===== config.mk =====
export PLATFORM = sky130hd
export DESIGN_NAME = fetch_stage
export DESIGN_NICKNAME = d
export VERILOG_FILES = /design/src/common/core_pkg.sv /design/src/fetch/fetch_stage.sv
export SDC_FILE = /design/constraint.sdc
export NUM_CORES = 1
export LEC_CHECK = 0
export ABC_AREA = 1
export BUFFER_PORTS_ARGS = -buffer_cell sky130_fd_sc_hd__buf_2
export CORE_MARGIN = 4
export CORE_UTILIZATION = 42
export CTS_CLUSTER_DIAMETER = 150
export DETAILED_ROUTE_END_ITERATION = 8
export GPL_TIMING_DRIVEN = 0
export PLACE_DENSITY = 0.83
export SYNTH_ARGS = -nofsm -noshare
export SYNTH_HDL_FRONTEND = slang
export SYNTH_SLANG_ARGS = --single-unit

===== constraint.sdc =====
create_clock -name clk -period 1.5 [get_ports clk]
set_input_delay 0.375 -clock clk [delete_from_list [all_inputs] [get_ports clk]]
set_output_delay 0.375 -clock clk [all_outputs]
set_load 0.05 [all_outputs]

===== src/common/core_pkg.sv =====
package core_pkg;

    localparam int XLEN      = 64;
    localparam int INST_LEN  = 32;
    localparam int REG_IDX_W = 5;

    localparam logic [XLEN-1:0] RESET_PC = 64'h8000_0000;

    // major opcodes of the supported subset
    localparam logic [6:0] OP_REG    = 7'b0110011;
    localparam logic [6:0] OP_IMM    = 7'b0010011;
    localparam logic [6:0] OP_LUI    = 7'b0110111;
    localparam logic [6:0] OP_BRANCH = 7'b1100011;

    typedef enum logic [2:0] {
        ALU_ADD,
        ALU_SUB,
        ALU_AND,
        ALU_OR,
        ALU_XOR,
        ALU_PASS_B
    } alu_op_e;

    // operand source seen by execute
    typedef enum logic [1:0] {
        FWD_RF,
        FWD_LS,
        FWD_WB
    } fwd_sel_e;

    typedef struct packed {
        logic [XLEN-1:0]     pc;
        logic [INST_LEN-1:0] instr;
    } id_payload_t;

    typedef struct packed {
        logic [XLEN-1:0]      pc;
        logic [INST_LEN-1:0]  instr;
        logic [XLEN-1:0]      rs1_val;
        logic [XLEN-1:0]      rs2_val;
        logic [XLEN-1:0]      imm;
        alu_op_e              alu_op;
        logic                 imm_sel;
        logic                 branch;
        logic                 bne;
        logic                 we;
        logic [REG_IDX_W-1:0] rs1_idx;
        logic [REG_IDX_W-1:0] rs2_idx;
        logic [REG_IDX_W-1:0] rd_idx;
    } ex_payload_t;

    // shared by the ls and wb slots
    typedef struct packed {
        logic [XLEN-1:0]      pc;
        logic [INST_LEN-1:0]  instr;
        logic [XLEN-1:0]      result;
        logic [REG_IDX_W-1:0] rd_idx;
        logic                 we;
    } wb_payload_t;

endpackage


===== src/fetch/fetch_stage.sv =====
module fetch_stage import core_pkg::*; #(
    parameter logic [XLEN-1:0] RESET_PC_P = RESET_PC
) (
    input  logic            clk,
    input  logic            rst_i,
    input  logic            redirect_i,
    input  logic [XLEN-1:0] redirect_pc_i,
    input  logic [XLEN-1:0] sram_rdata_i,
    input  logic            sram_data_valid_i,
    output logic [XLEN-1:0] sram_addr_o,
    output logic            sram_ren_o,
    output logic            fetch_valid_o,
    output id_payload_t     fetch_o
);

    logic [XLEN-1:0] pc_q;
    logic            ren_q;
    logic            accept;

    always_ff @(posedge clk) begin
        if (rst_i) begin
            ren_q <= 1'b0;
        end else begin
            ren_q <= 1'b1;
        end
    end

    // response is dropped when a branch redirects in the same cycle
    assign accept = ren_q && sram_data_valid_i;

    always_ff @(posedge clk) begin
        if (rst_i) begin
            pc_q <= RESET_PC_P;
        end else if (redirect_i) begin
            pc_q <= redirect_pc_i;
        end else if (accept) begin
            pc_q <= pc_q + 64'd4;
        end
    end

    assign sram_addr_o   = pc_q;
    assign sram_ren_o    = ren_q;
    assign fetch_valid_o = accept && !redirect_i;

    // 64-bit word, pick the half addressed by pc[2]
    assign fetch_o.pc    = pc_q;
    assign fetch_o.instr = pc_q[2] ? sram_rdata_i[63:32] : sram_rdata_i[31:0];

endmodule


Word-level counts from Yosys, hierarchy flattened:

Cells that the tools add are included.

* input bits: 132
* register bits: 65
* output and inout bits: 162

* muxes and demuxes: 4
* reductions and logical operators: 4
* add/sub/neg operators: 1

Operators by type and width (count)
* $mux 64: 2
* $add 64x3->64 const B: 1
* $mux 32: 1
* $logic_and 1x1->1: 2
* $reduce_bool 2->1: 1
* $logic_not 1->1: 1
* $mux 1: 1

Longest topological paths before layout:

* depth in word-level cells: 3
* gate-level depth with buffers: 11

Least setup slack after synthesis:

No wires, ideal clock.

* path type: reg2reg
* start point: register pc_q[3], in the netlist sram_addr_o[3]
* end point: register pc_q[40], in the netlist sram_addr_o[40]
* setup slack: -0.550 ns
* cell stages (with the launch flop): 11
* arrival time: 1.923 ns
* library setup time: 0.128 ns
* cell sequence: dfxtp_1 > ha_1 > nand3_1 > nor2_1 > nand3_1 > nor2_2 > nand2_1 > nand2_1 > nand2_1 > a21oi_1 > nor2_1

* word-level cells in the longest chain between the ends: 3

RTL lines
* from (decl): RTL line fetch_stage.sv:16 `logic [XLEN-1:0] pc_q;`
* from (signal assigned): RTL line fetch_stage.sv:35 `pc_q <= redirect_pc_i;`
* from (signal assigned): RTL line fetch_stage.sv:37 `pc_q <= pc_q + 64'd4;`
* $add 64x3->64: RTL line fetch_stage.sv:37
* $mux 64: RTL line fetch_stage.sv:36 `end else if (accept) begin`
* $mux 64: RTL line fetch_stage.sv:34 `end else if (redirect_i) begin`

Every way passes these cells. The select of a mux whose other input is x is not followed.
A chain may end at the register's enable or synchronous reset.

Worst setup path after layout:

* start point: register pc_q[2], in the netlist sram_addr_o[2]
* end point: register pc_q[63], in the netlist sram_addr_o[63]

The elaborated chain is that of the path after synthesis.

==> results.yml <==
outcome:
  run_status: "finished with violations"
  failed_checks: "negative setup slack"
drt:
  initialDrtViolationCount: 1314
  wl_microns: 34230
  route.antenna.remaining_nets: 0
  via_per_inst: 5.861
  drt-wirelength-per-cell_microns: 22.02
  detailroute.via_count: 9114
  drt_pre_antenna_iters: 7
  drt_drc_violations_left: 0
timing:
  skew_ns: 0.01655
  final-hold-violation-count: 0
  relSlewSlack_pct: 54.26
  setup_repair_after_global_routing_missed_its_margin: "true"
  timing.final.crit_period_ns: 1.867
  final_setup_vio_count: 110
  fmaxAchievable_ghz: 0.5355
  finalWorstSetupSlack_ns: -0.3674
  tightest_slew_ns: 0.6861
  slew_viol_final: 0
  layout_worst_path_cycle_share_pct: 124.5
worst_setup_path:
  critical_path_arrival_ns: 2.13
  worstPathCellList: "buf_12 -> inv_6 -> nor2_4 -> buf_6 -> nand2_4 -> nor2_4 -> nand2_4 -> nor2_1 -> nand2_1 -> nand2_1 -> nand2_1 -> a21oi_2"
  critical_path.startpoint_type: "flip-flop"
  critical_path_buf_inv_count: 3
  timing.critical_path.slowest_cell_delay_ns: 0.39
  worstPathMaxFanout: 5
  critPathRequiredTime_ns: 1.76
  timing.critical_path.max_delay_family: "simple AND/OR/NAND/NOR gates"
  cp_slowest_cell: "dfxtp_4"
  path_class: "reg2reg"
  endpoint_kind_of_the_worst_setup_timing_path: "flip-flop"
  critPathMostFrequentCell: "nand2_1"
clock_tree:
  num_clock_sinks: 65
  cts-htree-levels: 3
  clk-insertion-delay-late_ns: 0.35
  tritoncts.num_buffers: 9
  cts-root-to-sink-buffers: 2
  clockRootBuffer: "clkbuf_16"
  clkSlewWorstSetupHoldPaths_ns: 0.06
  tritoncts: "built"
job:
  cap_violations: 0
die:
  die_area_sq_mm: 0.01521
  die_w_microns: 123.3
  core_area_sq_mm: 0.01282
  core_rows: 41
  number_of_top_level_pins: 294
  initial_utilization_pct: 43.55
  floorplan.die.height_microns: 123.3
grt:
  grt_start_max_net_pins: 13
  grt_usage_pct: 36.90
  grt_antenna_before_repair: 1
  grt_overflow: 0
  via_count_of_the_first_global_routing_pass: 7835
  global_route_wire_length_before_repair_microns: 42750
power_and_ir_drop:
  power-per-cell-area_mw_per_mm2: 700.8
  cellLeakagePower_uw: 0.004940
  vdd_drop_max_uv: 571.3
final_layout:
  sequential_cell_area_sq_mm: 0.001493
  fillers: 826
  syn2layout_area_growth_pct: 85.73
  stdcell_count: 1555
  mostFrequentLayoutCell: "nand2_1"
  layout.cells.most_common_list: "263 x nand2_1, 240 x buf_2, 116 x buf_4"
  multi_input_comb_area_sq_mm: 0.004637
  drive_gt1_share_pct: 57.13
  fin_nets: 1509
place:
  place.detailed.instances: 1466
  post-dp-hpwl_microns: 19890
  io_buffer_count: 292
  place_worst_setup_slack_ns: -0.5588
  gpl.final_weighted_congestion: 0.9704
logic_synthesis:
  yosysSeqAreaShare_pct: 23.30
  netlist_instances: 1002
  synth.yosys.warnings: 0
  syn-cell-area_sq_mm: 0.005585
  synth_nets: 1135
  synth_top_cell_area_share_pct: 26.41
  netlist_top_cells_area: "nand2_1 26%, dfxtp_1 23%, buf_4 8.7%"
  postSynthAreaPerCell_sq_um: 5.574
  ys_seq_elements: 65
  synth_cell_type_count: 29
  yosysTopAreaCell: "nand2_1"
hold_path:
  timing.hold.worst.class: "in2reg"
-- synth_stat cells, drive strengths merged --
cell	count
nand2	396
inv	91
nand3	42
a21oi	45
nand4	13
xnor2	8
a22o	1
o21ai	60
nand3b	2
nor3	3
buf	67
nor2	141
xor2	16
dfxtp	65
dlygate4sd1	1
or2	1
a31oi	20
ha	1
clkbuf	29
-- where the power goes --
group	switching [uW]	internal, uW	total [uW]
Clock	930	1290	2220
Sequential	220	1810	2030
Combinational	1970	1050	3020
Total	3120	4150	7270
-- layer usage --
metal | global-route usage (%) | wire length [microns] | up-vias | share of wire [%]
met4 | 24.22 | 3269 | 0 | 9.5
met5 | 0 | 0 | - | 0
li1 | - | - | 3833 | -
met2 | 58.44 | 14810 | 893 | 43
met3 | 9.652 | 4440 | 315 | 13
met1 | 43.93 | 11710 | 4073 | 34
-- state kept, by name (all words and copies together) (netlist names) --
| name | cells |
|---|---|
| sram_addr_o | 64 |
| sram_ren_o | 1 |
-- worst paths after layout --
check	startpoint	cells after the start	to	slack [ns]
worst max register to register	sram_addr_o[2]$_SDFFE_PP0N_	12	sram_addr_o[63]$_SDFFE_PP0N_	-0.37
worst max-delay path	sram_addr_o[2]$_SDFFE_PP0N_	12	sram_addr_o[63]$_SDFFE_PP0N_	-0.37
worst min-delay path	redirect_pc_i[1]	3	sram_addr_o[1]$_SDFFE_PP0P_	0.25
worst min register to register	sram_addr_o[17]$_SDFFE_PP0N_	2	sram_addr_o[17]$_SDFFE_PP0N_	0.54
-- layout make-up --
type	instances	share of cell area, %
Inverter	91	3.558
Tap cell	172	2.075
Antenna cell	2	0.04825
Multi-Input combinational cell	749	44.70
Timing Repair Buffer	362	24.82
Clock inverter	7	0.6875
Clock buffer	9	2.171
Buffer	97	7.466
Sequential cell	65	14.39
Timing Repair inverter	1	0.08443
-- repair_timing --
action / in CTS / in global routing
setup buffers: 30 / 38
resized for setup: 323 / 202
hold buffers: 0 / 0
pin swaps: 46 / 66
cloned: 5 / 0
endpoints found under the setup margin: 99 / 109
-- worst min-delay path: cells and delay by family --
kind                   cells  cell delay [ns]
and+or+nand+nor            2             0.11
buffers and inverters      1             0.08
-- through the flow --
stage	total power [uW]	utilization [%]	hold slack [ns]	cell area (sq um)	setup TNS (ns)
CTS	6876	73.26	0.2559	9395	-10.11
detailed placement	4369	60.20	0.5280	7721	-28.57
floorplan	3721	-	0.5099	6045	-0.9290
global placement	4345	60.20	0.5198	7721	-28.97
global route	7434	80.87	0.2645	10370	-24.44
finish	7270	80.89	0.2482	10370	-21.61
-- cells by family (layout without fill, tap and decap cells) --
| logic type | count (synthesis) | count (layout) | share of synthesized area [%] |
|---|---|---|---|
| AOI/OAI and AO/OA | 126 | 126 | 11.81 |
| xor gates and xnor gates | 24 | 24 | 3.763 |
| adders and majority gates | 1 | 1 | 0.2240 |
| buffers and inverters | 188 | 567 | 17.43 |
| DFF | 65 | 65 | 23.30 |
| other | 0 | 2 | 0 |
| and+or+nand+nor | 598 | 598 | 43.48 |
No activity file was read; power rests on OpenSTA's default activity.
