### src/common/core_pkg.sv
package core_pkg;

    localparam int XLEN      = 64;
    localparam int INST_LEN  = 32;
    localparam int REG_IDX_W = 5;

    localparam logic [XLEN-1:0] RESET_PC = 64'h8000_0000;

    // major opcodes of the supported subset
    localparam logic [6:0] OP_REG    = 7'b0110011;
    localparam logic [6:0] OP_IMM    = 7'b0010011;
    localparam logic [6:0] OP_LUI    = 7'b0110111;
    localparam logic [6:0] OP_BRANCH = 7'b1100011;

    typedef enum logic [2:0] {
        ALU_ADD,
        ALU_SUB,
        ALU_AND,
        ALU_OR,
        ALU_XOR,
        ALU_PASS_B
    } alu_op_e;

    // operand source seen by execute
    typedef enum logic [1:0] {
        FWD_RF,
        FWD_LS,
        FWD_WB
    } fwd_sel_e;

    typedef struct packed {
        logic [XLEN-1:0]     pc;
        logic [INST_LEN-1:0] instr;
    } id_payload_t;

    typedef struct packed {
        logic [XLEN-1:0]      pc;
        logic [INST_LEN-1:0]  instr;
        logic [XLEN-1:0]      rs1_val;
        logic [XLEN-1:0]      rs2_val;
        logic [XLEN-1:0]      imm;
        alu_op_e              alu_op;
        logic                 imm_sel;
        logic                 branch;
        logic                 bne;
        logic                 we;
        logic [REG_IDX_W-1:0] rs1_idx;
        logic [REG_IDX_W-1:0] rs2_idx;
        logic [REG_IDX_W-1:0] rd_idx;
    } ex_payload_t;

    // shared by the ls and wb slots
    typedef struct packed {
        logic [XLEN-1:0]      pc;
        logic [INST_LEN-1:0]  instr;
        logic [XLEN-1:0]      result;
        logic [REG_IDX_W-1:0] rd_idx;
        logic                 we;
    } wb_payload_t;

endpackage

### src/verilog/forward_unit.sv
module forward_unit import core_pkg::*; (
    input  logic [REG_IDX_W-1:0] rs1_idx_i,
    input  logic [REG_IDX_W-1:0] rs2_idx_i,
    input  logic                 ls_valid_i,
    input  logic                 ls_we_i,
    input  logic [REG_IDX_W-1:0] ls_rd_i,
    input  logic                 wb_valid_i,
    input  logic                 wb_we_i,
    input  logic [REG_IDX_W-1:0] wb_rd_i,
    output fwd_sel_e             rs1_sel_o,
    output fwd_sel_e             rs2_sel_o
);

    logic ls_live, wb_live;

    // x0 is never forwarded
    assign ls_live = ls_valid_i && ls_we_i && (ls_rd_i != '0);
    assign wb_live = wb_valid_i && wb_we_i && (wb_rd_i != '0);

    // younger producer in ls wins over wb
    function automatic fwd_sel_e pick(input logic [REG_IDX_W-1:0] idx);
        if (ls_live && ls_rd_i == idx) return FWD_LS;
        if (wb_live && wb_rd_i == idx) return FWD_WB;
        return FWD_RF;
    endfunction

    assign rs1_sel_o = pick(rs1_idx_i);
    assign rs2_sel_o = pick(rs2_idx_i);

endmodule

### config.mk
export PLATFORM = sky130hd
export DESIGN_NAME = forward_unit
export DESIGN_NICKNAME = d
export VERILOG_FILES = /design/src/common/core_pkg.sv /design/src/verilog/forward_unit.sv
export SDC_FILE = /design/constraint.sdc
export NUM_CORES = 1
export LEC_CHECK = 0
export ABC_AREA = 1
export BUFFER_PORTS_ARGS = -buffer_cell sky130_fd_sc_hd__buf_2
export CAP_MARGIN = 20
export CORE_AREA = 2 2 39 41
export DETAILED_ROUTE_END_ITERATION = 6
export DIE_AREA = 0 0 41 43
export MAX_ROUTING_LAYER = met4
export PLACE_DENSITY = 0.64
export SYNTH_ARGS = -nofsm -noshare
export SYNTH_HDL_FRONTEND = slang
export SYNTH_SLANG_ARGS = --single-unit
### constraint.sdc
create_clock -name vclk -period 1.11
set_clock_uncertainty 0.15 [all_clocks]
set_input_delay 0.222 -clock vclk [all_inputs]
set_output_delay 0.222 -clock vclk [all_outputs]
set_load 0.05 [all_outputs]
== After elaboration in Yosys (flattened, before gate mapping) ==
Cells that the tools add are included.
Word-level totals
  output and inout bits: 4
  register bits after elaboration: 0
Cells by class
  reduce and logical (&&, ||, !) cells: 10
  equal/unequal tests: 4
  multiplexer cells: 14
Operators with widths (count)
  $eq A5 B5 Y1: 4
  $mux W2: 8
  $reduce_bool A5 Y1: 2
  $logic_and A1 B1 Y1: 8
  $mux W1: 6

== Longest topological paths before layout ==
Gate-level depths: netlist (run 1).
  depth in word-level cells: 7
  gate-level depth with buffers: 7
  gate-level depth less buffers: 7

== Worst setup path after synthesis (run 1) ==
Ideal clock, no wire load.
  path type: in2out
  start point: input port ls_rd_i[1]
  end point: output port rs1_sel_o[1]
  setup slack: -884 ps
  data required time: 738 ps
  data arrival time: 1622 ps
  buffers on the path: 0
  stages on the path: 7
  cells stage by stage: inv_1 > nand2_1 > nand2_1 > nor2_1 > nand3_1 > nor2_1 > nor2_1
On the way
  cells in the longest elaborated chain, start to end: 5
  elaborated cells on any way between the ends: 6
Ends and longest elaborated chain
  start: declaration: RTL line forward_unit.sv:6  | input logic [REG_IDX_W-1:0] ls_rd_i,
  $reduce_bool A5 Y1: RTL line forward_unit.sv:17  | assign ls_live = ls_valid_i && ls_we_i && (ls_rd_i != '0);
  $logic_and A1 B1 Y1: RTL line forward_unit.sv:17
  $logic_and A1 B1 Y1 (*): RTL line forward_unit.sv:22  | if (ls_live && ls_rd_i == idx) return FWD_LS;
  $mux W1 (*): RTL line forward_unit.sv:22
  $mux W2 (*): RTL line forward_unit.sv:23  | if (wb_live && wb_rd_i == idx) return FWD_WB;
  end: declaration: RTL line forward_unit.sv:10  | output fwd_sel_e rs1_sel_o,
Every way passes the cells marked *; elsewhere a longest branch is shown, timed or not.

== Final worst setup path (run 1) ==
  start point: input port ls_rd_i[1]
  end point: output port rs2_sel_o[1]
On the way
  cells in the longest elaborated chain, start to end: 5
  elaborated cells on any way between the ends: 6
Ends and longest elaborated chain
  $reduce_bool A5 Y1: RTL line forward_unit.sv:17
  $logic_and A1 B1 Y1: RTL line forward_unit.sv:17
  $logic_and A1 B1 Y1 (*): RTL line forward_unit.sv:22
  $mux W1 (*): RTL line forward_unit.sv:22
  $mux W2 (*): RTL line forward_unit.sv:23
  end: declaration: RTL line forward_unit.sv:11  | output fwd_sel_e rs2_sel_o
Marked as above.

==> results of run 1 <==
## placed cells by master (no fill, tap or decap)
cell     synthesis  final
buf_4            0      1
nor2_2           0      3
inv_2            3      7
nor2_1          14      7
inv_1           13      2
inv_8            0      4
xnor2_2          0      4
buf_8            0      5
nand2_2          0     16
inv_4            0      3
nand4_1          4      4
buf_12           0      2
xnor2_1          6      2
buf_2            0      5
nor2_4           0      4
xor2_1           2      2
nand3_2          0      3
buf_6            0     15
nand2_1         38     22
## through the flow
stage               instance area, sq um  worst slack [ns]
global placement                     603            -0.430
CTS                                  701            -0.315
finish                               862            -0.263
detailed placement                   603            -0.427
floorplan                            443            -0.243
global route                         862            -0.322
## cells by family (layout without fill, tap and decap cells)
logic type / count (synthesis) / in the layout / synth area share, %
xor+xnor: 8 / 8 / 19.2
buf+inv: 16 / 44 / 16.4
simple gates: 59 / 59 / 64.4
## layout make-up
type                            count  area share (%)
Inverter                           16            11.3
Multi-Input combinational cell     67            49.6
Timing Repair Buffer               28            36.7
Tap cell                           16            2.32
## power by group
| group | internal (mW) | total [mW] | switching [mW] |
|---|---|---|---|
| Clock | 0 | 0 | 0 |
| Combinational | 0.163 | 0.305 | 0.142 |
| Sequential | 0 | 0 | 0 |
| Total | 0.163 | 0.305 | 0.142 |
## worst max-delay path by stage
stage	depth (start not counted)	from	slack (ns)	end
after floorplan	7	rs1_idx_i[3]	-0.24	rs1_sel_o[1]
after global placement	7	rs1_idx_i[3]	-0.43	rs1_sel_o[1]
after detailed placement	8	rs1_idx_i[3]	-0.43	rs1_sel_o[0]
after CTS	9	ls_rd_i[0]	-0.31	rs1_sel_o[1]
after global routing	8	rs1_idx_i[1]	-0.32	rs1_sel_o[1]
final	9	ls_rd_i[1]	-0.26	rs2_sel_o[1]
## layer usage
metal	track usage [%]	up-vias	wire (microns)
li1	-	306	-
met1	19.0	252	475
met3	0	0	60
met2	29.1	16	766
met5	-	-	0
met4	0	0	0
## what timing repair did
item                                    in CTS  in global routing
gates resized for setup                     29                 50
pin swaps                                    9                 25
hold endpoints to repair                     0                  0
endpoints found under the setup margin       4                  4
==> run metrics, run 1 <==
Worst VDD drop=0.170 mV; PD cells=353 mW/mm^2; total number of vias=574; syn_nets=107; Worst Path Arrival=1.00 ns; relative slew slack=89.1%; GRT Residual Overflow=0; nets=137; Multi-input gate area=428 sq um; hold endpoint=rs2_sel_o[0]; initial drt markers=3; Worst path top cell family by delay=simple AND/OR/NAND/NOR gates; Total Routing Usage GR=15.7%; crit path capture type=output pin; final setup margin=-0.263 ns; register area=0 sq um; largest net degree at the start of global routing=5; row cnt=14; synth unique cells=8; Yosys warning count=0; worst-path maximum fanout=3; Cells after Synth=83; vias in the first global route=508; unrepaired setup endpoints after global routing=yes; min Tclk post-route=1.37 ns; leakage=0.435 nW; growth of design area from synthesis to finish=136%; hold buffers post-CTS=0; WL final=1300 microns; antenna cell count=0; Final Hold Fails=0; CLK BUF=0; core area=0.00138 sq mm; most frequent cell after synthesis=nand2_1; sequential area share after synthesis=0%; Tot Pwr=0.305 mW; # DRC=0; Max-cap violations=0; crit path cell chain=buf_6 > inv_2 > nand2_2 > nand2_2 > nor2_2 > nand3_2 > nor2_4 > nor2_4 > buf_6; area share of the largest cell type after synthesis=39.0%; fillers=127; WS Path Type=in -> out; CP Buf/Inv Count=3; final setup TNS=-1.02 ns; hold_sp=ls_we_i; Synth Cell Area=365 sq um; first-pass GRT wire length=1970 microns; chip height=43 microns; die area=0.00176 sq mm; slowest CP cell=nor2_4; placed instance count=127; post-route insts no fill=127; fmax=728 MHz; Hold WS=0.695 ns; Final period util=124%; Slew Limit Fails=0; Hold Path Cell Cnt=4; failing checks=negative setup slack; post-route core utilization=62.3%; share of layout cells above drive strength 1=64.9%; Post-DP HPWL=969 microns; top cell type by total area after synthesis=nand2_1; setup violators final=4; RePlAce Congestion=0.753; Ports=28; width of the die=41 microns; IO Port Bufs=28; postcts setup bufs=0; HP Class=in -> out; Synth top cells by count=nand2_1, nor2_1, inv_1; First-pass DRT Iterations=4; CP Launch Type=input pin; initial antenna violation count=0; Area contributors post-synth=nand2_1, nor2_1, xnor2_1, inv_1, nand4_1; CP required=0.74 ns; Mean Syn Cell Area=4.40 sq um; status=complete, but fails checks; seq_cells=0; post-detailed-route wirelength per cell=10.2 microns; vias per cell=4.52; Starting Density=26.4%; slowest stage delay, CP=0.15 ns; antenna-violating nets left=0; Worst-Margin Slew=0.162 ns
Power figures use the tool's default switching activity.
==> run 2, diff against run 1 <==
- CELL_PAD_IN_SITES_DETAIL_PLACEMENT: unset -> 1
- CELL_PAD_IN_SITES_GLOBAL_PLACEMENT: unset -> 2
- CORE_AREA: 2 2 39 41 -> unset
- CORE_UTILIZATION: unset -> 17
- DIE_AREA: 0 0 41 43 -> unset
- PLACE_DENSITY: 0.64 -> 0.9
==> run metrics, run 2 (synthesis gave the netlist of run 1 again) <==
final setup margin=-0.333 ns; crit path capture type=output pin; # DRC=0; vias per cell=4.15; initial drt markers=1; leading cell types in the layout, fill and taps excluded=nand2_1, nand2_2, buf_6; Post-DP HPWL=1180 microns; largest net degree at the start of global routing=5; post-detailed-route wirelength per cell=10.3 microns; row cnt=16; total number of vias=577; antenna-violating nets left=0; vias in the first global route=590; slowest stage delay, CP=0.19 ns; register area=0 sq um; PD cells=343 mW/mm^2; HP Class=in -> out; nets=138; WL final=1430 microns; share of layout cells above drive strength 1=60.7%; antenna cell count=0; growth of design area from synthesis to finish=130%; min Tclk post-route=1.44 ns; setup violators final=4; CLK BUF=0; die area=0.00234 sq mm; WS Path Type=in -> out; leading cell type in the layout, fill and taps excluded=nand2_1; CP Launch Type=input pin; worst-path maximum fanout=3; IO Port Bufs=28; status=complete, but fails checks; Slew Limit Fails=0; final setup TNS=-1.27 ns; leakage=0.428 nW; Final period util=130%; chip height=48.4 microns; post-route core utilization=42.5%; Ports=28; Starting Density=18.4%; Final Hold Fails=0; Worst Path Arrival=1.07 ns; seq_cells=0; Max-cap violations=0; width of the die=48.4 microns; First-pass DRT Iterations=3; core area=0.00198 sq mm; unrepaired setup endpoints after global routing=yes; Worst-Margin Slew=0.166 ns; CP Buf/Inv Count=4; GRT Residual Overflow=0; relative slew slack=88.9%; initial antenna violation count=0; CP required=0.74 ns; first-pass GRT wire length=2450 microns; RePlAce Congestion=0.807; Worst path top cell family by delay=simple AND/OR/NAND/NOR gates; Total Routing Usage GR=13.0%; fmax=693 MHz; slowest CP cell=nor2_4; crit path cell chain=buf_8 > inv_4 > buf_6 > nand4_1 > nand3_2 > nor2_4 > nor2_4 > buf_8; Worst VDD drop=0.135 mV; failing checks=negative setup slack
-- run 2: final cells by class --
| type | count | area (sq um) |
|---|---|---|
| inverters | 16 | 97.6 |
| repair buffers | 29 | 293 |
| fillers | 256 | 1140 |
| multi-input cells | 67 | 418 |
| well taps | 27 | 33.8 |
-- run 2: worst paths after layout --
kind                        from            to  slack, ns  cells past startpoint
worst max-delay path  ls_rd_i[1]  rs1_sel_o[1]      -0.33                      8
worst min-delay path     ls_we_i  rs1_sel_o[0]       0.72                      4
-- run 2: through the flow --
step,power (mW),cell area (sq um),cells,worst slack (ns),hold WS (ns)
CTS,0.254,751,139,-0.339,0.720
finish,0.289,842,139,-0.333,0.718
detailed placement,0.207,617,138,-0.442,0.780
global placement,0.204,617,138,-0.467,0.778
floorplan,0.112,443,83,-0.243,0.495
global route,0.319,842,139,-0.388,0.732
-- run 2: power breakdown --
group / switching, mW / leakage (nW) / total (mW) / internal (mW)
clock: 0 / 0 / 0 / 0
combinational: 0.140 / 0.428 / 0.289 / 0.149
sequential: 0 / 0 / 0 / 0
-- run 2: per-layer routing --
metal	up-vias	wire length, microns	GRT usage (%)
li1	305	-	-
met1	255	590	16.1
met2	17	781	24.9
met3	0	54	0.314
met4	0	0	0
met5	-	0	-
-- run 2: what timing repair did --
action | in CTS | in global routing
buffers inserted | 1 | 0
resized for setup | 40 | 25
pin swaps | 14 | 14
setup endpoints to repair | 4 | 4
hold buffers | 0 | 0
