**config.mk**
```make
export PLATFORM = sky130hd
export DESIGN_NAME = decode_stage
export DESIGN_NICKNAME = d
export VERILOG_FILES = /design/src/common/core_pkg.sv /design/src/decode/reg_file.sv /design/src/decode/decode_stage.sv
export SDC_FILE = /design/constraint.sdc
export NUM_CORES = 2
export LEC_CHECK = 0
export BUFFER_PORTS_ARGS = -buffer_cell sky130_fd_sc_hd__buf_2
export CAP_MARGIN = 20
export CORE_MARGIN = 4
export CORE_UTILIZATION = 49
export CTS_CLUSTER_DIAMETER = 100
export DETAILED_ROUTE_END_ITERATION = 8
export PLACE_DENSITY = 0.64
export SYNTH_ARGS = -nofsm -noshare
export SYNTH_HDL_FRONTEND = slang
export SYNTH_SLANG_ARGS = --single-unit
```
**constraint.sdc**
```tcl
create_clock -name clk -period 4.3 [get_ports clk]
set_input_delay 0.86 -clock clk [delete_from_list [all_inputs] [get_ports clk]]
set_output_delay 0.86 -clock clk [all_outputs]
set_load 0.02 [all_outputs]
```
**src/common/core_pkg.sv**
```systemverilog
package core_pkg;

    localparam int XLEN      = 64;
    localparam int INST_LEN  = 32;
    localparam int REG_IDX_W = 5;

    localparam logic [XLEN-1:0] RESET_PC = 64'h8000_0000;

    // major opcodes of the supported subset
    localparam logic [6:0] OP_REG    = 7'b0110011;
    localparam logic [6:0] OP_IMM    = 7'b0010011;
    localparam logic [6:0] OP_LUI    = 7'b0110111;
    localparam logic [6:0] OP_BRANCH = 7'b1100011;

    typedef enum logic [2:0] {
        ALU_ADD,
        ALU_SUB,
        ALU_AND,
        ALU_OR,
        ALU_XOR,
        ALU_PASS_B
    } alu_op_e;

    // operand source seen by execute
    typedef enum logic [1:0] {
        FWD_RF,
        FWD_LS,
        FWD_WB
    } fwd_sel_e;

    typedef struct packed {
        logic [XLEN-1:0]     pc;
        logic [INST_LEN-1:0] instr;
    } id_payload_t;

    typedef struct packed {
        logic [XLEN-1:0]      pc;
        logic [INST_LEN-1:0]  instr;
        logic [XLEN-1:0]      rs1_val;
        logic [XLEN-1:0]      rs2_val;
        logic [XLEN-1:0]      imm;
        alu_op_e              alu_op;
        logic                 imm_sel;
        logic                 branch;
        logic                 bne;
        logic                 we;
        logic [REG_IDX_W-1:0] rs1_idx;
        logic [REG_IDX_W-1:0] rs2_idx;
        logic [REG_IDX_W-1:0] rd_idx;
    } ex_payload_t;

    // shared by the ls and wb slots
    typedef struct packed {
        logic [XLEN-1:0]      pc;
        logic [INST_LEN-1:0]  instr;
        logic [XLEN-1:0]      result;
        logic [REG_IDX_W-1:0] rd_idx;
        logic                 we;
    } wb_payload_t;

endpackage

```
**src/decode/reg_file.sv**
```systemverilog
module reg_file import core_pkg::*; (
    input  logic                 clk,
    input  logic                 rst_i,
    input  logic [REG_IDX_W-1:0] rs1_idx_i,
    input  logic [REG_IDX_W-1:0] rs2_idx_i,
    output logic [XLEN-1:0]      rs1_data_o,
    output logic [XLEN-1:0]      rs2_data_o,
    input  logic                 we_i,
    input  logic [REG_IDX_W-1:0] rd_idx_i,
    input  logic [XLEN-1:0]      rd_data_i,
    output logic [XLEN-1:0]      a0_o
);

    logic [XLEN-1:0] regs [32];
    logic            wr_live;

    assign wr_live = we_i && (rd_idx_i != '0);

    always_ff @(posedge clk) begin
        if (rst_i) begin
            for (int i = 0; i < 32; i++) begin
                regs[i] <= '0;
            end
        end else if (wr_live) begin
            regs[rd_idx_i] <= rd_data_i;
        end
    end

    // same-cycle write shows through to the reader
    assign rs1_data_o = (rs1_idx_i == '0) ? '0 :
                        (wr_live && rd_idx_i == rs1_idx_i) ? rd_data_i : regs[rs1_idx_i];
    assign rs2_data_o = (rs2_idx_i == '0) ? '0 :
                        (wr_live && rd_idx_i == rs2_idx_i) ? rd_data_i : regs[rs2_idx_i];
    assign a0_o = regs[10];

endmodule

```
**src/decode/decode_stage.sv**
```systemverilog
module decode_stage import core_pkg::*; (
    input  logic                 clk,
    input  logic                 rst_i,
    input  logic                 id_valid_i,
    input  id_payload_t          id_i,
    input  logic                 wb_we_i,
    input  logic [REG_IDX_W-1:0] wb_rd_i,
    input  logic [XLEN-1:0]      wb_data_i,
    output ex_payload_t          ex_o,
    output logic [XLEN-1:0]      reg_a0_o
);

    logic [6:0]      opcode;
    logic [2:0]      funct3;
    logic [XLEN-1:0] imm_i, imm_b, imm_u, imm;
    logic [XLEN-1:0] rs1_val, rs2_val;
    alu_op_e         alu_op;
    logic            we, branch, imm_sel;

    assign opcode = id_i.instr[6:0];
    assign funct3 = id_i.instr[14:12];

    assign imm_i = {{52{id_i.instr[31]}}, id_i.instr[31:20]};
    assign imm_b = {{51{id_i.instr[31]}}, id_i.instr[31], id_i.instr[7],
                    id_i.instr[30:25], id_i.instr[11:8], 1'b0};
    assign imm_u = {{32{id_i.instr[31]}}, id_i.instr[31:12], 12'b0};

    always_comb begin
        alu_op  = ALU_ADD;
        imm     = imm_i;
        imm_sel = 1'b0;
        we      = 1'b0;
        branch  = 1'b0;
        case (opcode)
            OP_REG: begin
                we = 1'b1;
                case (funct3)
                    3'b000:  alu_op = id_i.instr[30] ? ALU_SUB : ALU_ADD;
                    3'b100:  alu_op = ALU_XOR;
                    3'b110:  alu_op = ALU_OR;
                    3'b111:  alu_op = ALU_AND;
                    default: we = 1'b0;
                endcase
            end
            OP_IMM: begin
                // addi only
                imm_sel = 1'b1;
                we      = (funct3 == 3'b000);
            end
            OP_LUI: begin
                alu_op  = ALU_PASS_B;
                imm     = imm_u;
                imm_sel = 1'b1;
                we      = 1'b1;
            end
            OP_BRANCH: begin
                imm    = imm_b;
                branch = (funct3 == 3'b000) || (funct3 == 3'b001);
            end
            default: we = 1'b0;
        endcase
    end

    reg_file rf_u (
        .clk(clk), .rst_i(rst_i),
        .rs1_idx_i(id_i.instr[19:15]), .rs2_idx_i(id_i.instr[24:20]),
        .rs1_data_o(rs1_val), .rs2_data_o(rs2_val),
        .we_i(wb_we_i), .rd_idx_i(wb_rd_i), .rd_data_i(wb_data_i), .a0_o(reg_a0_o)
    );

    assign ex_o.pc      = id_i.pc;
    assign ex_o.instr   = id_i.instr;
    assign ex_o.rs1_val = rs1_val;
    assign ex_o.rs2_val = rs2_val;
    assign ex_o.imm     = imm;
    assign ex_o.alu_op  = alu_op;
    assign ex_o.imm_sel = imm_sel;
    assign ex_o.branch  = branch && id_valid_i;
    assign ex_o.bne     = funct3[0];
    assign ex_o.we      = we && id_valid_i;
    assign ex_o.rs1_idx = id_i.instr[19:15];
    assign ex_o.rs2_idx = id_i.instr[24:20];
    assign ex_o.rd_idx  = id_i.instr[11:7];

endmodule

```
* After elaboration in Yosys (flattened, before gate mapping)
Memories as Yosys holds them, arrays and structs flattened. Cells that the tools add are included.
Cells by class: reductions and logical operators 13, mux-type cells 20, eq/ne operators 10
Operator list (number):
- 2-to-1 mux 64 bit | 5
- OR reduction 64 bit | 1
- case mux 31 bit (2 select lines) | 1
- == test 7 x 6 -> 1 bit, second input constant | 2
- case mux 3 bit (4 select lines) | 1
- == test 5 bit | 2
- zero test 5 bit | 2
- 2-to-1 mux 1 bit | 10
- == test 3 bit, second input constant | 3
- == test 7 x 5 -> 1 bit, second input constant | 1
- == test 7 bit, second input constant | 1
- case mux 3 bit (2 select lines) | 1
- logical AND 1 bit | 5
- 2-to-1 mux 5 bit | 1
- nonzero test 5 bit | 1
- OR reduction 4 bit | 1
- == test 3 x 1 -> 1 bit, second input constant | 1
- zero test 3 bit | 1
- case mux 1 bit (3 select lines) | 1
- OR reduction 2 bit | 1
- logical OR 1 bit | 1
Storage, ports and cells: memories kept 1, word-level logic and storage cells 44, memory bits (writable) 2048, input port bits 169, flip-flop bits (word level) 0
Memory list:
- rf_u.regs | words 32, bits a word 64, read ports 3, clocked after memory_dff 0, wr ports 32, line reg_file.sv:14 | logic [XLEN-1:0] regs [32];

* Longest topological paths before layout
word-level depth 7, depth in mapped cells 11

* Hierarchy
A second synthesis with hierarchy kept.
Unflattened totals: cells, all modules 7605, area, all modules 110870.1 sq um
By module, submodules not included:
- reg_file | cells an instance 7379, area each 109159.7 sq um, instances 1
- decode_stage | cells an instance 226, area each 1710.4 sq um, instances 1

* Worst setup path before layout
No wires, ideal clock.
kind in2out, start in id_i[16] (netlist name), end out ex_o[212] (netlist name), stages on the path 9, setup slack 0.874 ns, arrival time 2.566 ns, required time 3.440 ns, cell sequence buf_4 > buf_6 > buf_4 > clkbuf_1 > mux4_2 > a22oi_1 > nand2_1 > a22oi_1 > o21ai_0
RTL lines:
- start, declared | line decode_stage.sv:5 | input id_payload_t id_i,
- end, declared | line decode_stage.sv:9 | output ex_payload_t ex_o,

==> impl_metrics.sql <==
INSERT INTO impl_metrics (metric_group, metric, value, unit) VALUES
('routing', 'drt_drc_violations_left', '0', ''),
('routing', 'detail_route.wl_per_cell', '42.1', 'um'),
('synthesis', 'synthesis.area', '111000', 'sq um'),
('critical_path', 'critical_path.startpoint_type', 'input pin', ''),
('global_route', 'groute.usage.overall', '0.398', ''),
('critical_path', 'timing.critical_path.from', 'id_i[19]', ''),
('layout', 'finalNetCount', '8332', ''),
('place', 'placed_area', '120000', 'sq um'),
('layout', 'registers.top_by_ff_count', 'rf_u.regs', ''),
('floorplanning', 'core-area', '226000', 'sq um'),
('place', 'gp_congestion', '0.969', ''),
('sta', 'total_negative_setup_slacks', '-601', 'ps'),
('synthesis', 'synth_area_per_cell', '14.2', 'sq um'),
('global_route', 'antenna_found_initial', '67', ''),
('power_and_ir_drop', 'power.leakage', '45.4', 'nW'),
('sta', 'min_period_over_period', '1.04', ''),
('synthesis', 'post_synth_most_frequent_cells', 'edfxtp_1, and2_1, mux4_2', ''),
('synthesis', 'synth-warning-count', '0', ''),
('layout', 'top_regs', 'rf_u.regs (2048)', ''),
('sta', 'grt_setup_unrepaired', 'no', ''),
('layout', 'finalInstanceArea', '127000', 'sq um'),
('clock_network', 'cts.htree.levels', '4', ''),
('critical_path', 'critPathCaptureType', 'output pin', ''),
('synthesis', 'synth-seq-area-share', '0.552', ''),
('clock_network', 'clockRootBuffer', 'clkbuf_16', ''),
('layout', 'multiInputGateArea', '45400', 'sq um'),
('synthesis', 'yosys.cell_types.count', '82', ''),
('synthesis', 'yosys_most_used_dff', 'edfxtp_1', ''),
('synthesis', 'synthMostInstantiatedCell', 'edfxtp_1', ''),
('routing', 'drt_pass1_iterations', '8', ''),
('floorplanning', 'floorplan.die.height', '485', 'um'),
('synthesis', 'postSynthRegisterBits', '2048', ''),
('global_route', 'overflow', '0', ''),
('clock_network', 'cts-root-to-sink-buffers', '3', ''),
('synthesis', 'synthesis.instances', '7834', ''),
('floorplanning', 'die_area', '235000', 'sq um'),
('critical_path', 'crit_path_max_fanout', '7', ''),
('power_and_ir_drop', 'max-vdd-ir-drop', '0.324', 'mV'),
('worst_hold_path', 'min-delay-path-class', 'in -> reg', ''),
('routing', 'detailedRoute.firstIterationViolations', '16600', ''),
('routing', 'drt_wl_total', '478000', 'um'),
('layout', 'final_layout_size_suffix_gt1_frac', '0.274', ''),
('place', 'count_of_input_and_output_buffers', '414', ''),
('worst_hold_path', 'min_from', 'rst_i', ''),
('sta', 'worst-slew-pin-transition', '1330', 'ps'),
('layout', 'areaGrowthSynthToFinish', '13.9', '%'),
('layout', 'register_area', '61500', 'sq um'),
('sta', 'min_cycle_time_layout', '4470', 'ps'),
('global_route', 'wire_length_of_the_first_global_routing_pass', '644000', 'um'),
('routing', 'via_count', '81600', ''),
('synthesis', 'synthDominantCellAreaShare', '0.552', ''),
('synthesis', 'async_flop_share', '0', ''),
('critical_path', 'cp.arrival', '3610', 'ps'),
('layout', 'largest_register_ffs', '2048', ''),
('floorplanning', 'floorplan.die.width', '485', 'um'),
('synthesis', 'yosysTopAreaCell', 'edfxtp_1', ''),
('sta', 'worst_slew_margin_rel', '0.107', ''),
('critical_path', 'worst-endpoint-required', '3440', 'ps'),
('synthesis', 'netlist_top_cells_area', 'edfxtp_1, mux4_2, and2_1', ''),
('floorplanning', 'rows', '174', ''),
('clock_network', 'clk_pin_slew', '60', 'ps'),
('floorplanning', 'floorplan.initialDensity', '0.494', ''),
('global_route', 'first_global_vias', '78200', ''),
('run_status', 'outcome', 'complete, but fails checks', ''),
('clock_network', 'clkSinkCount', '2048', ''),
('routing', 'drt-vias-per-instance', '7.18', ''),
('clock_network', 'cts_buffers', '215', ''),
('sta', 'final_ws_setup', '-167', 'ps'),
('sta', 'final_hold_violating_endpoints', '0', ''),
('sta', 'timing.final.max_slew_violations', '0', ''),
('floorplanning', 'boundaryPins', '543', ''),
('place', 'detailedPlace.worstSlack', '-276', 'ps'),
('sta', 'finalSetupViolCount', '9', ''),
('power_and_ir_drop', 'p_per_area', '389', 'nW/um^2'),
('sta', 'maxClockFrequency', '0.224', 'GHz'),
('job', 'cap_viol_max_count', '0', ''),
('run_status', 'violations', 'setup timing', ''),
('global_route', 'grt_max_degree', '65', ''),
('synthesis', 'number_of_enable_type_register_cells_in_the_synthesized_netlist', '2048', ''),
('layout', 'fillCellCount', '17800', ''),
('routing', 'route.antenna.remaining_nets', '0', ''),
('critical_path', 'worst-setup-path-type', 'in -> out', ''),
('place', 'place.detailed.hpwl', '286000', 'um'),
('clock_network', 'clock_tree_from_tritoncts', 'built', '');
-- layout by cell type, fill, tap and decap left out, types with 27 or more instances in the layout --
cell and instances:
edfxtp_1 2048, and2_1 1994, mux4_2 813, mux2i_1 444, buf_4 412, buf_2 403, nor2_1 268, clkbuf_16 220
buf_12 209, o22ai_1 196, o21ai_0 195, a22oi_1 127, a221oi_1 103, a21oi_1 89, conb_1 64, nand2_1 58
clkinv_1 55, nor3_1 52, clkbuf_1 48, o211ai_1 44, diode_2 43, clkinv_2 43, nor2_4 33, or2_4 32
a221o_1 29, a31oi_1 27
-- worst max-delay path, stage by stage --
cell      delay (ps)
clkbuf_4         230
nand2b_1         250
nor2_1           850
buf_4            350
a22oi_1           80
and4_1           190
a21oi_1          430
buf_4            190
buf_2            160
-- layout make-up --
type | instances | area share
clock buffers | 268 | 0.0448
repair buffers | 1033 | 0.0741
clock inverters | 126 | 0.00818
diodes | 43 | 0.000848
well taps | 2992 | 0.0295
multi-input cells | 4855 | 0.358
flip-flops and latches | 2048 | 0.485
inverters | 10 | 0.000306
-- stage by stage --
| stage | power, mW | hold WS, ps | cells | util |
|---|---|---|---|---|
| 6_report | 49.4 | 252 | 11400 | 0.563 |
| 5_1_grt | 50.4 | 222 | 11300 | 0.562 |
| 3_5_place_dp | 31.2 | 1130 | 10900 | 0.532 |
| 3_3_place_gp | 31.0 | 1130 | 10900 | 0.532 |
| 2_1_floorplan | 27.9 | 1060 | 7897 | - |
| 4_1_cts | 49.1 | 192 | 11300 | 0.562 |
-- power by group --
| group | internal [mW] | switching (mW) |
|---|---|---|
| Combinational | 2.81 | 4.57 |
| Sequential | 23.1 | 0.620 |
| Clock | 10.1 | 8.26 |
| Total | 36.0 | 13.5 |
-- metal layers --
metal / track usage / routed length (um)
met1: 0.505 / 157000
met2: 0.571 / 202000
met3: 0.152 / 80500
met4: 0.262 / 38300
met5: 0.00449 / 469
-- final timing paths --
kind / cells after the start / slack, ps / end
max: 9 / -170 / ex_o[202]
min: 1 / 250 / rf_u.regs[0][32]
-- cells by family after synthesis --
kind of cell	synth area share
compound gates	0.0569
xor+xnor	0.000786
flops	0.552
other cells	0.0000337
buf+inv	0.0477
mux	0.207
simple gates	0.136
-- repair_timing --
item / CTS / global route
pin swaps: 1 / 1
endpoints found under the setup margin: 13 / 10
gates resized for setup: 15 / 10
hold buffers: 0 / 0
buffers inserted: 0 / 2
No activity file was read; power rests on OpenSTA's default activity.
