File: src/common/core_pkg.sv
package core_pkg;

    localparam int XLEN      = 64;
    localparam int INST_LEN  = 32;
    localparam int REG_IDX_W = 5;

    localparam logic [XLEN-1:0] RESET_PC = 64'h8000_0000;

    // major opcodes of the supported subset
    localparam logic [6:0] OP_REG    = 7'b0110011;
    localparam logic [6:0] OP_IMM    = 7'b0010011;
    localparam logic [6:0] OP_LUI    = 7'b0110111;
    localparam logic [6:0] OP_BRANCH = 7'b1100011;

    typedef enum logic [2:0] {
        ALU_ADD,
        ALU_SUB,
        ALU_AND,
        ALU_OR,
        ALU_XOR,
        ALU_PASS_B
    } alu_op_e;

    // operand source seen by execute
    typedef enum logic [1:0] {
        FWD_RF,
        FWD_LS,
        FWD_WB
    } fwd_sel_e;

    typedef struct packed {
        logic [XLEN-1:0]     pc;
        logic [INST_LEN-1:0] instr;
    } id_payload_t;

    typedef struct packed {
        logic [XLEN-1:0]      pc;
        logic [INST_LEN-1:0]  instr;
        logic [XLEN-1:0]      rs1_val;
        logic [XLEN-1:0]      rs2_val;
        logic [XLEN-1:0]      imm;
        alu_op_e              alu_op;
        logic                 imm_sel;
        logic                 branch;
        logic                 bne;
        logic                 we;
        logic [REG_IDX_W-1:0] rs1_idx;
        logic [REG_IDX_W-1:0] rs2_idx;
        logic [REG_IDX_W-1:0] rd_idx;
    } ex_payload_t;

    // shared by the ls and wb slots
    typedef struct packed {
        logic [XLEN-1:0]      pc;
        logic [INST_LEN-1:0]  instr;
        logic [XLEN-1:0]      result;
        logic [REG_IDX_W-1:0] rd_idx;
        logic                 we;
    } wb_payload_t;

endpackage

File: src/execute/execute_stage.sv
module execute_stage import core_pkg::*; (
    input  logic            ex_valid_i,
    input  ex_payload_t     ex_i,
    input  fwd_sel_e        rs1_sel_i,
    input  fwd_sel_e        rs2_sel_i,
    input  logic [XLEN-1:0] ls_result_i,
    input  logic [XLEN-1:0] wb_result_i,
    output wb_payload_t     ls_o,
    output logic            redirect_o,
    output logic [XLEN-1:0] redirect_pc_o
);

    logic [XLEN-1:0] rs1_val, rs2_val, op_b, result;
    logic            equal, taken;

    function automatic logic [XLEN-1:0] pick(input fwd_sel_e sel,
                                             input logic [XLEN-1:0] rf_val);
        case (sel)
            FWD_LS:  return ls_result_i;
            FWD_WB:  return wb_result_i;
            default: return rf_val;
        endcase
    endfunction

    assign rs1_val = pick(rs1_sel_i, ex_i.rs1_val);
    assign rs2_val = pick(rs2_sel_i, ex_i.rs2_val);
    assign op_b    = ex_i.imm_sel ? ex_i.imm : rs2_val;

    always_comb begin
        case (ex_i.alu_op)
            ALU_SUB:    result = rs1_val - op_b;
            ALU_AND:    result = rs1_val & op_b;
            ALU_OR:     result = rs1_val | op_b;
            ALU_XOR:    result = rs1_val ^ op_b;
            ALU_PASS_B: result = op_b;
            default:    result = rs1_val + op_b;
        endcase
    end

    // beq / bne resolve here
    assign equal         = (rs1_val == rs2_val);
    assign taken         = ex_i.branch && (ex_i.bne ? !equal : equal);
    assign redirect_o    = ex_valid_i && taken;
    assign redirect_pc_o = ex_i.pc + ex_i.imm;

    assign ls_o.pc     = ex_i.pc;
    assign ls_o.instr  = ex_i.instr;
    assign ls_o.result = result;
    assign ls_o.rd_idx = ex_i.rd_idx;
    assign ls_o.we     = ex_i.we;

    always_comb begin
        branch_never_writes: assert (!(ex_valid_i && ex_i.branch && ex_i.we))
            else $error("branch in the ex slot also writes a register");
    end

endmodule

File: config.mk
export PLATFORM = sky130hd
export DESIGN_NAME = execute_stage
export DESIGN_NICKNAME = d
export VERILOG_FILES = /design/src/common/core_pkg.sv /design/src/execute/execute_stage.sv
export SDC_FILE = /design/constraint.sdc
export NUM_CORES = 1
export LEC_CHECK = 0
export ABC_AREA = 0
export BUFFER_PORTS_ARGS = -buffer_cell sky130_fd_sc_hd__buf_2
export CAP_MARGIN = 20
export CORE_AREA = 4 4 258 260
export DETAILED_ROUTE_END_ITERATION = 8
export DIE_AREA = 0 0 262 264
export PLACE_DENSITY_LB_ADDON = 0.3
export SYNTH_ARGS = -nofsm -noshare
export SYNTH_HDL_FRONTEND = slang
export SYNTH_SLANG_ARGS = --single-unit
File: constraint.sdc
create_clock -name vclk -period 9.1
set_clock_uncertainty 0.2 [all_clocks]
set_input_delay 0.91 -clock vclk [all_inputs]
set_output_delay 0.91 -clock vclk [all_outputs]
set_load 0.01 [all_outputs]
### Word-level counts from Yosys, hierarchy flattened

Cells that the tools add are included.

| operators by class | value |
|---|---|
| muxes and demuxes | 5 |
| shifts and indexed selects | 0 |
| add/subtract/negate cells | 3 |
| magnitude comparators | 0 |
| reduce and logical (&&, ||, !) cells | 3 |
| divide/modulo/power cells | 0 |
| eq/ne operators | 10 |
| multiply operators | 0 |
| bitwise logic cells | 3 |

Operators with widths:

| cell | number |
|---|---|
| $pmux 64 s5 | 1 |
| $pmux 64 s2 | 2 |
| $add 64x64->64 | 2 |
| $and 64x64->64 | 1 |
| $eq 64x64->1 | 1 |
| $mux 64 | 1 |
| $or 64x64->64 | 1 |
| $sub 64x64->64 | 1 |
| $xor 64x64->64 | 1 |
| $eq 3x2->1 const B | 2 |
| $eq 3x3->1 const B | 2 |
| $eq 2x1->1 const B | 2 |
| $eq 2x2->1 const B | 2 |
| $eq 3x1->1 const B | 1 |
| $logic_and 1x1->1 | 2 |
| $logic_not 1->1 | 1 |
| $mux 1 | 1 |

| storage, ports and cells | value |
|---|---|
| memories | 0 |
| word-level logic and storage cells | 24 |
| ROM bits | 0 |
| output and inout port bits | 231 |
| input port bits | 443 |
| bits in latches | 0 |
| register bits | 0 |
| bits in writable memories | 0 |

### Depth between registers and ports, before layout

Gate-level depths: netlist of the first run.

| logic depth | value |
|---|---|
| word-level depth | 7 |
| mapped depth | 32 |

### Worst setup path before layout of the first run

OpenSTA, ideal clock, no wires.

| timing | value |
|---|---|
| kind | input port to output port |
| from | input port ex_i[18] (netlist name) |
| to | output port ls_o[59] (netlist name) |
| cell stages on the path | 29 |
| slack | 1065 ps |
| required time | 7990 ps |
| data arrival time | 6925 ps |
| path through | buf_2 -> buf_2 -> buf_2 -> buf_2 -> buf_2 -> buf_2 -> clkbuf_1 -> clkbuf_1 -> o21ai_0 -> inv_1 -> ha_1 -> nor4b_2 -> nand4_1 -> nor3_2 -> nand2_1 -> nor2_1 -> a31oi_1 -> xnor2_1 -> ha_1 -> a21o_1 -> a21o_1 -> a21o_1 -> a221o_1 -> a221o_1 -> a21oi_1 -> nor2_1 -> a21boi_0 -> xor2_1 -> o221ai_1 |

RTL lines:

| item | line | source |
|---|---|---|
| from (decl) | execute_stage.sv:3 | `input ex_payload_t ex_i,` |
| to (decl) | execute_stage.sv:8 | `output wb_payload_t ls_o,` |

==> impl_metrics.yaml, run 1 <==
pwr:
  max-vdd-ir-drop_uv: 38.1
  power_per_cell_area_mw_per_mm2: 110
  power_leakage_nw: 10.6
  power_mw: 2.40
die:
  io_pins: 674
  die_area_mm2: 0.0692
  core_mm2: 0.0641
  initial_core_util_pct: 29.3
  die_h_um: 264
  num_rows: 93
  fp.dieW_um: 262
cells_and_area:
  clock_buffers: 0
  final_cell_mix: "586 x buf_2, 269 x a21oi_1, 269 x ha_1"
  final_util_pct: 34.1
  nNetsFinal: 3964
  drive_above_1_share_pct: 22.3
  area_growth_syn_to_layout_pct: 16.4
  design_area_mm2: 0.0218
  stdcell_count: 4119
  seq_area_um2: 0
  final_common_cell: "buf_2"
  seq_cells: 0
timing:
  fin_setup_tns_ns: 0
  slew_violations: 0
  layout_setup_ws_ns: 0.564
  worstMarginPinSlew_ns: 1.02
  hold_viol_final: 0
  slew-limit-headroom_pct: 31.6
  period_needed_ns: 8.54
  timing.hold.ws_ns: 1.62
  fmax_mhz: 117
  setup_viol: 0
  fin_crit_sh_pct: 93.8
  rsz0062_at_grt: "no"
placed_design:
  dpl_worst_slack_ns: 0.735
  dp_hpwl_um: 95700
  globalplace.congestion: 1.01
  place_inst: 4099
  portBuffers: 588
  post_dp_cell_area_mm2: 0.0218
min_path:
  hold_path.class: "in2out"
  hold_end: "ls_o[100]"
  min_from: "ex_i[244]"
  min_path_cells: 0
drt:
  first_iter_violations: 2640
  vias: 23800
  dr.pass1.iters: 6
  drc: 0
  ant_nets: 0
  avgViaCountPerCell: 5.77
  wire_per_inst_um: 26.9
  routed_wl_um: 111000
critical_path:
  critPathCaptureType: "primary output"
  crit_type: "in2out"
  worstSetupStartpointType: "primary input"
  worst-path-max-fanout: 39
  worstPathArrival_ns: 7.43
  required_ns: 7.99
logic_synthesis:
  ys_seq_area_share_pct: 0
  syn_nets: 3585
  synth_top_area_share_pct: 18.2
  avgSynthCellArea_um2: 6.54
  ys_top_cells_by_area: "ha_1 18%, xnor2_1 7.7%, a21oi_1 7.2%"
  synth_top_area_cell: "ha_1"
  syn_area_mm2: 0.0188
  syn_inst: 2867
  ys_warn_count: 0
  yosysUniqueCellTypes: 84
clock_tree:
  cts_resized: 0
  cts_setup_buffers: 0
  postCtsHoldBufs: 0
global_route:
  grt_antenna_before_repair: 53
  grt_pass1_wl_um: 153000
  grt_max_degree: 78
  grt_pass1_vias: 21400
  grt_overflow: 0
  grtUsageTotal_pct: 29.9
outcome:
  status: "finished clean"
job:
  drv_cap: 0
-- area by class of cell --
class | count | area (um2)
Multi-Input combinational cell | 2383 | 16500
Fill cell | 7195 | 42300
Antenna cell | 20 | 50.0
Inverter | 216 | 811
Timing Repair Buffer | 645 | 3400
Tap cell | 855 | 1070
-- power by group --
| group | switching [mW] | internal, mW | total [mW] |
|---|---|---|---|
| clock network | 0 | 0.000000297 | 0.000000297 |
| logic | 1.54 | 0.863 | 2.40 |
| registers | 0 | 0 | 0 |
| total | 1.54 | 0.863 | 2.40 |
-- how the worst max path moves through the flow --
stage / from / cells after the start / to / slack (ns)
after floorplan: ex_i[18] / 29 / ls_o[59] / 1.06
after global placement: rs2_sel_i[0] / 25 / ls_o[59] / 0.83
after detailed placement: rs2_sel_i[0] / 25 / ls_o[59] / 0.73
after CTS: rs2_sel_i[0] / 25 / ls_o[59] / 0.72
after global routing: rs2_sel_i[0] / 25 / ls_o[67] / 0.14
final: rs2_sel_i[0] / 25 / ls_o[60] / 0.56
-- cell families after synthesis --
logic type / count (synthesis) / share of synthesized area, %
fa+ha+maj: 275 / 18.4
mux: 52 / 2.81
xor+xnor: 241 / 11.3
compound gates: 1012 / 35.4
buf+inv: 484 / 12.2
simple gates: 803 / 19.8
-- synthesized netlist by cell type (all sizes together) (5+ instances only) --
master   number
or3          13
o221ai       26
o22ai        11
clkbuf      106
o41ai         6
or2          22
nor4         21
a21oi       279
and3         11
nand3        33
nand2       267
and2         16
ha          273
nor2b        34
nor2        256
o21bai       25
nand4        49
xor2         74
a211oi       41
o21a         36
buf         162
o2111ai       6
a21o         64
mux2i        50
or4          11
a222oi        5
inv         216
o31ai        19
nor3         36
a21boi        9
a31oi        30
a22oi       102
o21ai       218
nand2b       18
a221oi       28
o211ai       46
o31a          6
xnor2       167
a221o        18
a41oi         7
-- worst max-delay path, stage by stage --
cell and delay, ns:
buf_2 0.09, inv_1 0.06, ha_4 0.51, o21ai_1 0.22
mux2i_1 0.45, ha_1 0.29, nor4b_2 0.31, nand4_1 0.29
nor3_2 0.28, nand2_1 0.16, nor2_1 0.46, a21oi_1 0.15
xnor2_1 0.16, ha_1 0.41, nand2_1 0.10, o21ai_0 0.11
a2111oi_0 0.47, o21ai_0 0.22, a21oi_1 0.16, o21ai_0 0.14
buf_4 0.20, a31oi_1 0.43, o21ai_0 0.15, a221o_1 0.47
buf_2 0.18
-- metal layers --
metal	global-route usage, %	up-vias	share of wire (%)
li1	-	11000	-
met1	42.5	11200	43
met2	46.4	1357	43
met3	6.11	197	9.9
met4	6.53	40	3.2
met5	0	-	0.26
No activity file was read; power rests on OpenSTA's default activity.
==> run 2, diff against run 1 <==
Settings changed: PLACE_DENSITY_LB_ADDON 0.3 to 0.15.
==> impl_metrics.yaml, run 2 (synthesized netlist as in run 1, its figures left out) <==
critical_path:
  cpPeakStageDelay_ns: 0.64
  critPathCaptureType: "primary output"
  worstPathArrival_ns: 7.45
  slowest_stage: "o21ai_0"
  required_ns: 7.99
  worst-path-max-fanout: 36
  crit_type: "in2out"
  worstSetupStartpointType: "primary input"
cells_and_area:
  seq_cells: 0
  nNetsFinal: 3974
  final_util_pct: 34.2
  clock_buffers: 0
  final_cell_mix: "586 x buf_2, 269 x a21oi_1, 269 x ha_1"
  area_growth_syn_to_layout_pct: 16.8
  final_common_cell: "buf_2"
  seq_area_um2: 0
  drive_above_1_share_pct: 22.6
  multi_input_area_mm2: 0.0165
  fill_cells: 7175
die:
  die_h_um: 264
  num_rows: 93
  fp.dieW_um: 262
  initial_core_util_pct: 29.3
  core_mm2: 0.0641
  io_pins: 674
  die_area_mm2: 0.0692
timing:
  setup_viol: 0
  worstMarginPinSlew_ns: 1.01
  fin_crit_sh_pct: 94.1
  slew-limit-headroom_pct: 32.9
  rsz0062_at_grt: "no"
  hold_viol_final: 0
  period_needed_ns: 8.56
  fmax_mhz: 117
  layout_setup_ws_ns: 0.536
  slew_violations: 0
  fin_setup_tns_ns: 0
  timing.hold.ws_ns: 1.62
drt:
  first_iter_violations: 2781
  wire_per_inst_um: 27.3
  dr.pass1.iters: 6
  vias: 23600
  ant_nets: 0
  avgViaCountPerCell: 5.72
  drc: 0
  routed_wl_um: 113000
clock_tree:
  cts_resized: 0
  postCtsHoldBufs: 0
  cts_setup_buffers: 0
global_route:
  grtUsageTotal_pct: 30.5
  grt_antenna_before_repair: 58
  grt_overflow: 0
  grt_max_degree: 79
  grt_pass1_vias: 21600
  grt_pass1_wl_um: 157000
pwr:
  power_mw: 2.40
  power_leakage_nw: 10.6
  power_per_cell_area_mw_per_mm2: 109
  max-vdd-ir-drop_uv: 35.4
placed_design:
  dpl_worst_slack_ns: 0.712
  portBuffers: 588
  dp_hpwl_um: 97500
  globalplace.congestion: 0.980
min_path:
  hold_end: "ls_o[0]"
  min_path_cells: 0
  hold_path.class: "in2out"
  min_from: "ex_i[15]"
job:
  drv_cap: 0
outcome:
  status: "finished clean"
-- run 2: changes by cell type in the layout (fill, tap and decap cells not counted), sizes merged --
cell	delta
buf	+10
-- run 2: per-layer routing --
layer / wire (um) / track usage (%) / vias up / part of all wire [%]
met5: 265 / 0 / - / 0.23
met4: 1890 / 3.57 / 44 / 1.7
met3: 11000 / 6.85 / 149 / 9.8
met2: 49500 / 48.0 / 1142 / 44
met1: 50200 / 43.8 / 11200 / 44
li1: - / - / 11100 / -
-- run 2: area by class of cell --
type,instances,area share (%)
Antenna cell,20,0.228
Timing Repair Buffer,655,15.9
Inverter,216,3.70
Tap cell,855,4.88
Multi-Input combinational cell,2383,75.3
-- run 2: how the worst max path moves through the flow --
| stage | cells after the start | slack [ns] | endpoint | start |
|---|---|---|---|---|
| detailed placement | 28 | 0.71 | ls_o[59] | rs2_sel_i[0] |
| global placement | 26 | 0.66 | ls_o[59] | rs2_sel_i[0] |
| CTS | 28 | 0.70 | ls_o[59] | rs2_sel_i[0] |
| global route | 26 | 0.16 | ls_o[59] | rs2_sel_i[0] |
| finish | 26 | 0.54 | ls_o[69] | rs2_sel_i[0] |
| floorplan | 29 | 1.06 | ls_o[59] | ex_i[18] |
-- run 2: metrics by stage --
stage	cells	instance area, um2
floorplan	2867	18800
global placement	4109	21900
detailed placement	4109	21900
CTS	4109	21900
global route	4113	21900
finish	4129	21900
-- run 2: worst max-delay path, delay by kind of cell --
| family | cells | cell delay (ns) |
|---|---|---|
| adder cells (fa/ha/maj) | 3 | 1.06 |
| AO/OA/AOI/OAI | 11 | 2.89 |
| buffers and inverters | 4 | 0.54 |
| XOR/XNOR | 2 | 0.27 |
| multiplexers | 1 | 0.39 |
| AND/OR/NAND/NOR | 5 | 1.36 |
-- run 2: report_power, final --
group | internal, mW | switching, mW
clock network | 0.000000297 | 0
registers | 0 | 0
logic | 0.868 | 1.53
==> run 3, diff against run 2 <==
Settings changed: CORE_AREA 4 4 258 260 to 4 4 263 265, DIE_AREA 0 0 262 264 to 0 0 267 269, SLEW_MARGIN from default to 40.
Clock period 9.1 ns to 7.3 ns, I/O delays scaled along.
==> impl_metrics.yaml, run 3 (synthesized netlist as in run 1, its figures left out) <==
critical_path:
  slowest_stage: "or3_1"
  path_buf_inv: 9
  worstPathArrival_ns: 6.21
  crit_top_cell: "buf_4"
  worst-path-max-fanout: 7
  crit_type: "in2out"
  required_ns: 6.37
  critPathCaptureType: "primary output"
  worstSetupStartpointType: "primary input"
  cpPeakStageDelay_ns: 0.40
  critPathTopFamily: "compound AO/OA/AOI/OAI gates"
timing:
  timing.hold.ws_ns: 1.26
  worstMarginPinSlew_ns: 0.898
  slew-limit-headroom_pct: 40.2
  setup_viol: 0
  slew_violations: 0
  fin_setup_tns_ns: 0
  fin_crit_sh_pct: 97.8
  period_needed_ns: 7.14
  layout_setup_ws_ns: 0.158
  hold_viol_final: 0
  fmax_mhz: 140
cells_and_area:
  fill_cells: 7414
  clock_buffers: 0
  final_common_cell: "buf_2"
  drive_above_1_share_pct: 31.4
  final_util_pct: 37.3
  seq_area_um2: 0
  stdcell_count: 4495
  design_area_mm2: 0.0249
  area_growth_syn_to_layout_pct: 32.8
  final_cell_mix: "586 x buf_2, 397 x buf_4, 264 x nand2_1, 264 x ha_1, 259 x a21oi_1"
  nNetsFinal: 4311
  seq_cells: 0
placed_design:
  globalplace.congestion: 1.01
  place_inst: 4453
  portBuffers: 588
  dpl_worst_slack_ns: -0.0573
  post_dp_cell_area_mm2: 0.0244
  dp_hpwl_um: 105000
global_route:
  grt_overflow: 0
  global_route.usage.met2_pct: 49.1
  grt.busiest_layer: "met2"
  grt_use_met1_pct: 42.9
  grtUsageTotal_pct: 31.0
  grt_antenna_before_repair: 64
  grt_max_degree: 81
  met3_usage_pct: 7.38
  grt_pass1_wl_um: 164000
  grt_pass1_vias: 22900
min_path:
  hold_path.class: "in2out"
drt:
  vias: 25000
  ant_nets: 0
  dr.pass1.iters: 5
  routed_wl_um: 120000
  drc: 0
  first_iter_violations: 2536
  avgViaCountPerCell: 5.55
  wire_per_inst_um: 26.6
job:
  drv_cap: 0
die:
  die_area_mm2: 0.0718
  core_mm2: 0.0668
  initial_core_util_pct: 28.1
  fp.dieW_um: 267
  io_pins: 674
  die_h_um: 269
  num_rows: 95
pwr:
  switching_share_pct: 59.1
  p_seq_share_pct: 0
  p_int_mw: 1.43
  pwr-share-comb_pct: 100.0
  netSwitchingPower_mw: 2.07
  power_per_cell_area_mw_per_mm2: 140
  power_frac_clock_pct: 0
  power_mw: 3.49
  power_leakage_nw: 12.4
  max-vdd-ir-drop_uv: 60.5
outcome:
  status: "finished clean"
==> run 3: what timing repair did <==
action,in CTS,in global routing
hold buffers,0,0
resized for setup,2,81
buffers inserted,0,11
endpoints found under the setup margin,3,28
pin swaps,0,27
==> run 3: final timing paths <==
kind	startpoint	endpoint	cells after the start
max	rs2_sel_i[0]	ls_o[69]	29
min	ex_i[15]	ls_o[0]	0
==> run 3: cell type report <==
type                            instances  area (um2)  area share, %
Multi-Input combinational cell       2383       16900           67.8
Timing Repair Buffer                  992        6050           24.3
Tap cell                              873        1090           4.38
Inverter                              216         811           3.25
Antenna cell                           31        77.6          0.311
==> run 3: power groups by stage <==
stage | registers, mW | clock network [mW] | logic, mW
after detailed placement | 0 | 0 | 3.36
after global placement | 0 | 0 | 3.37
final | 0 | 0.000000575 | 3.49
after floorplan | 0 | 0 | 1.86
after CTS | 0 | 0 | 3.38
after global routing | 0 | 0.000000129 | 3.75
==> run 3: metal layers <==
layer,share of wire (%),vias to the layer above
met1,44,11800
met3,9.7,174
met2,44,1214
met5,0.21,-
met4,2.9,40
li1,-,11800
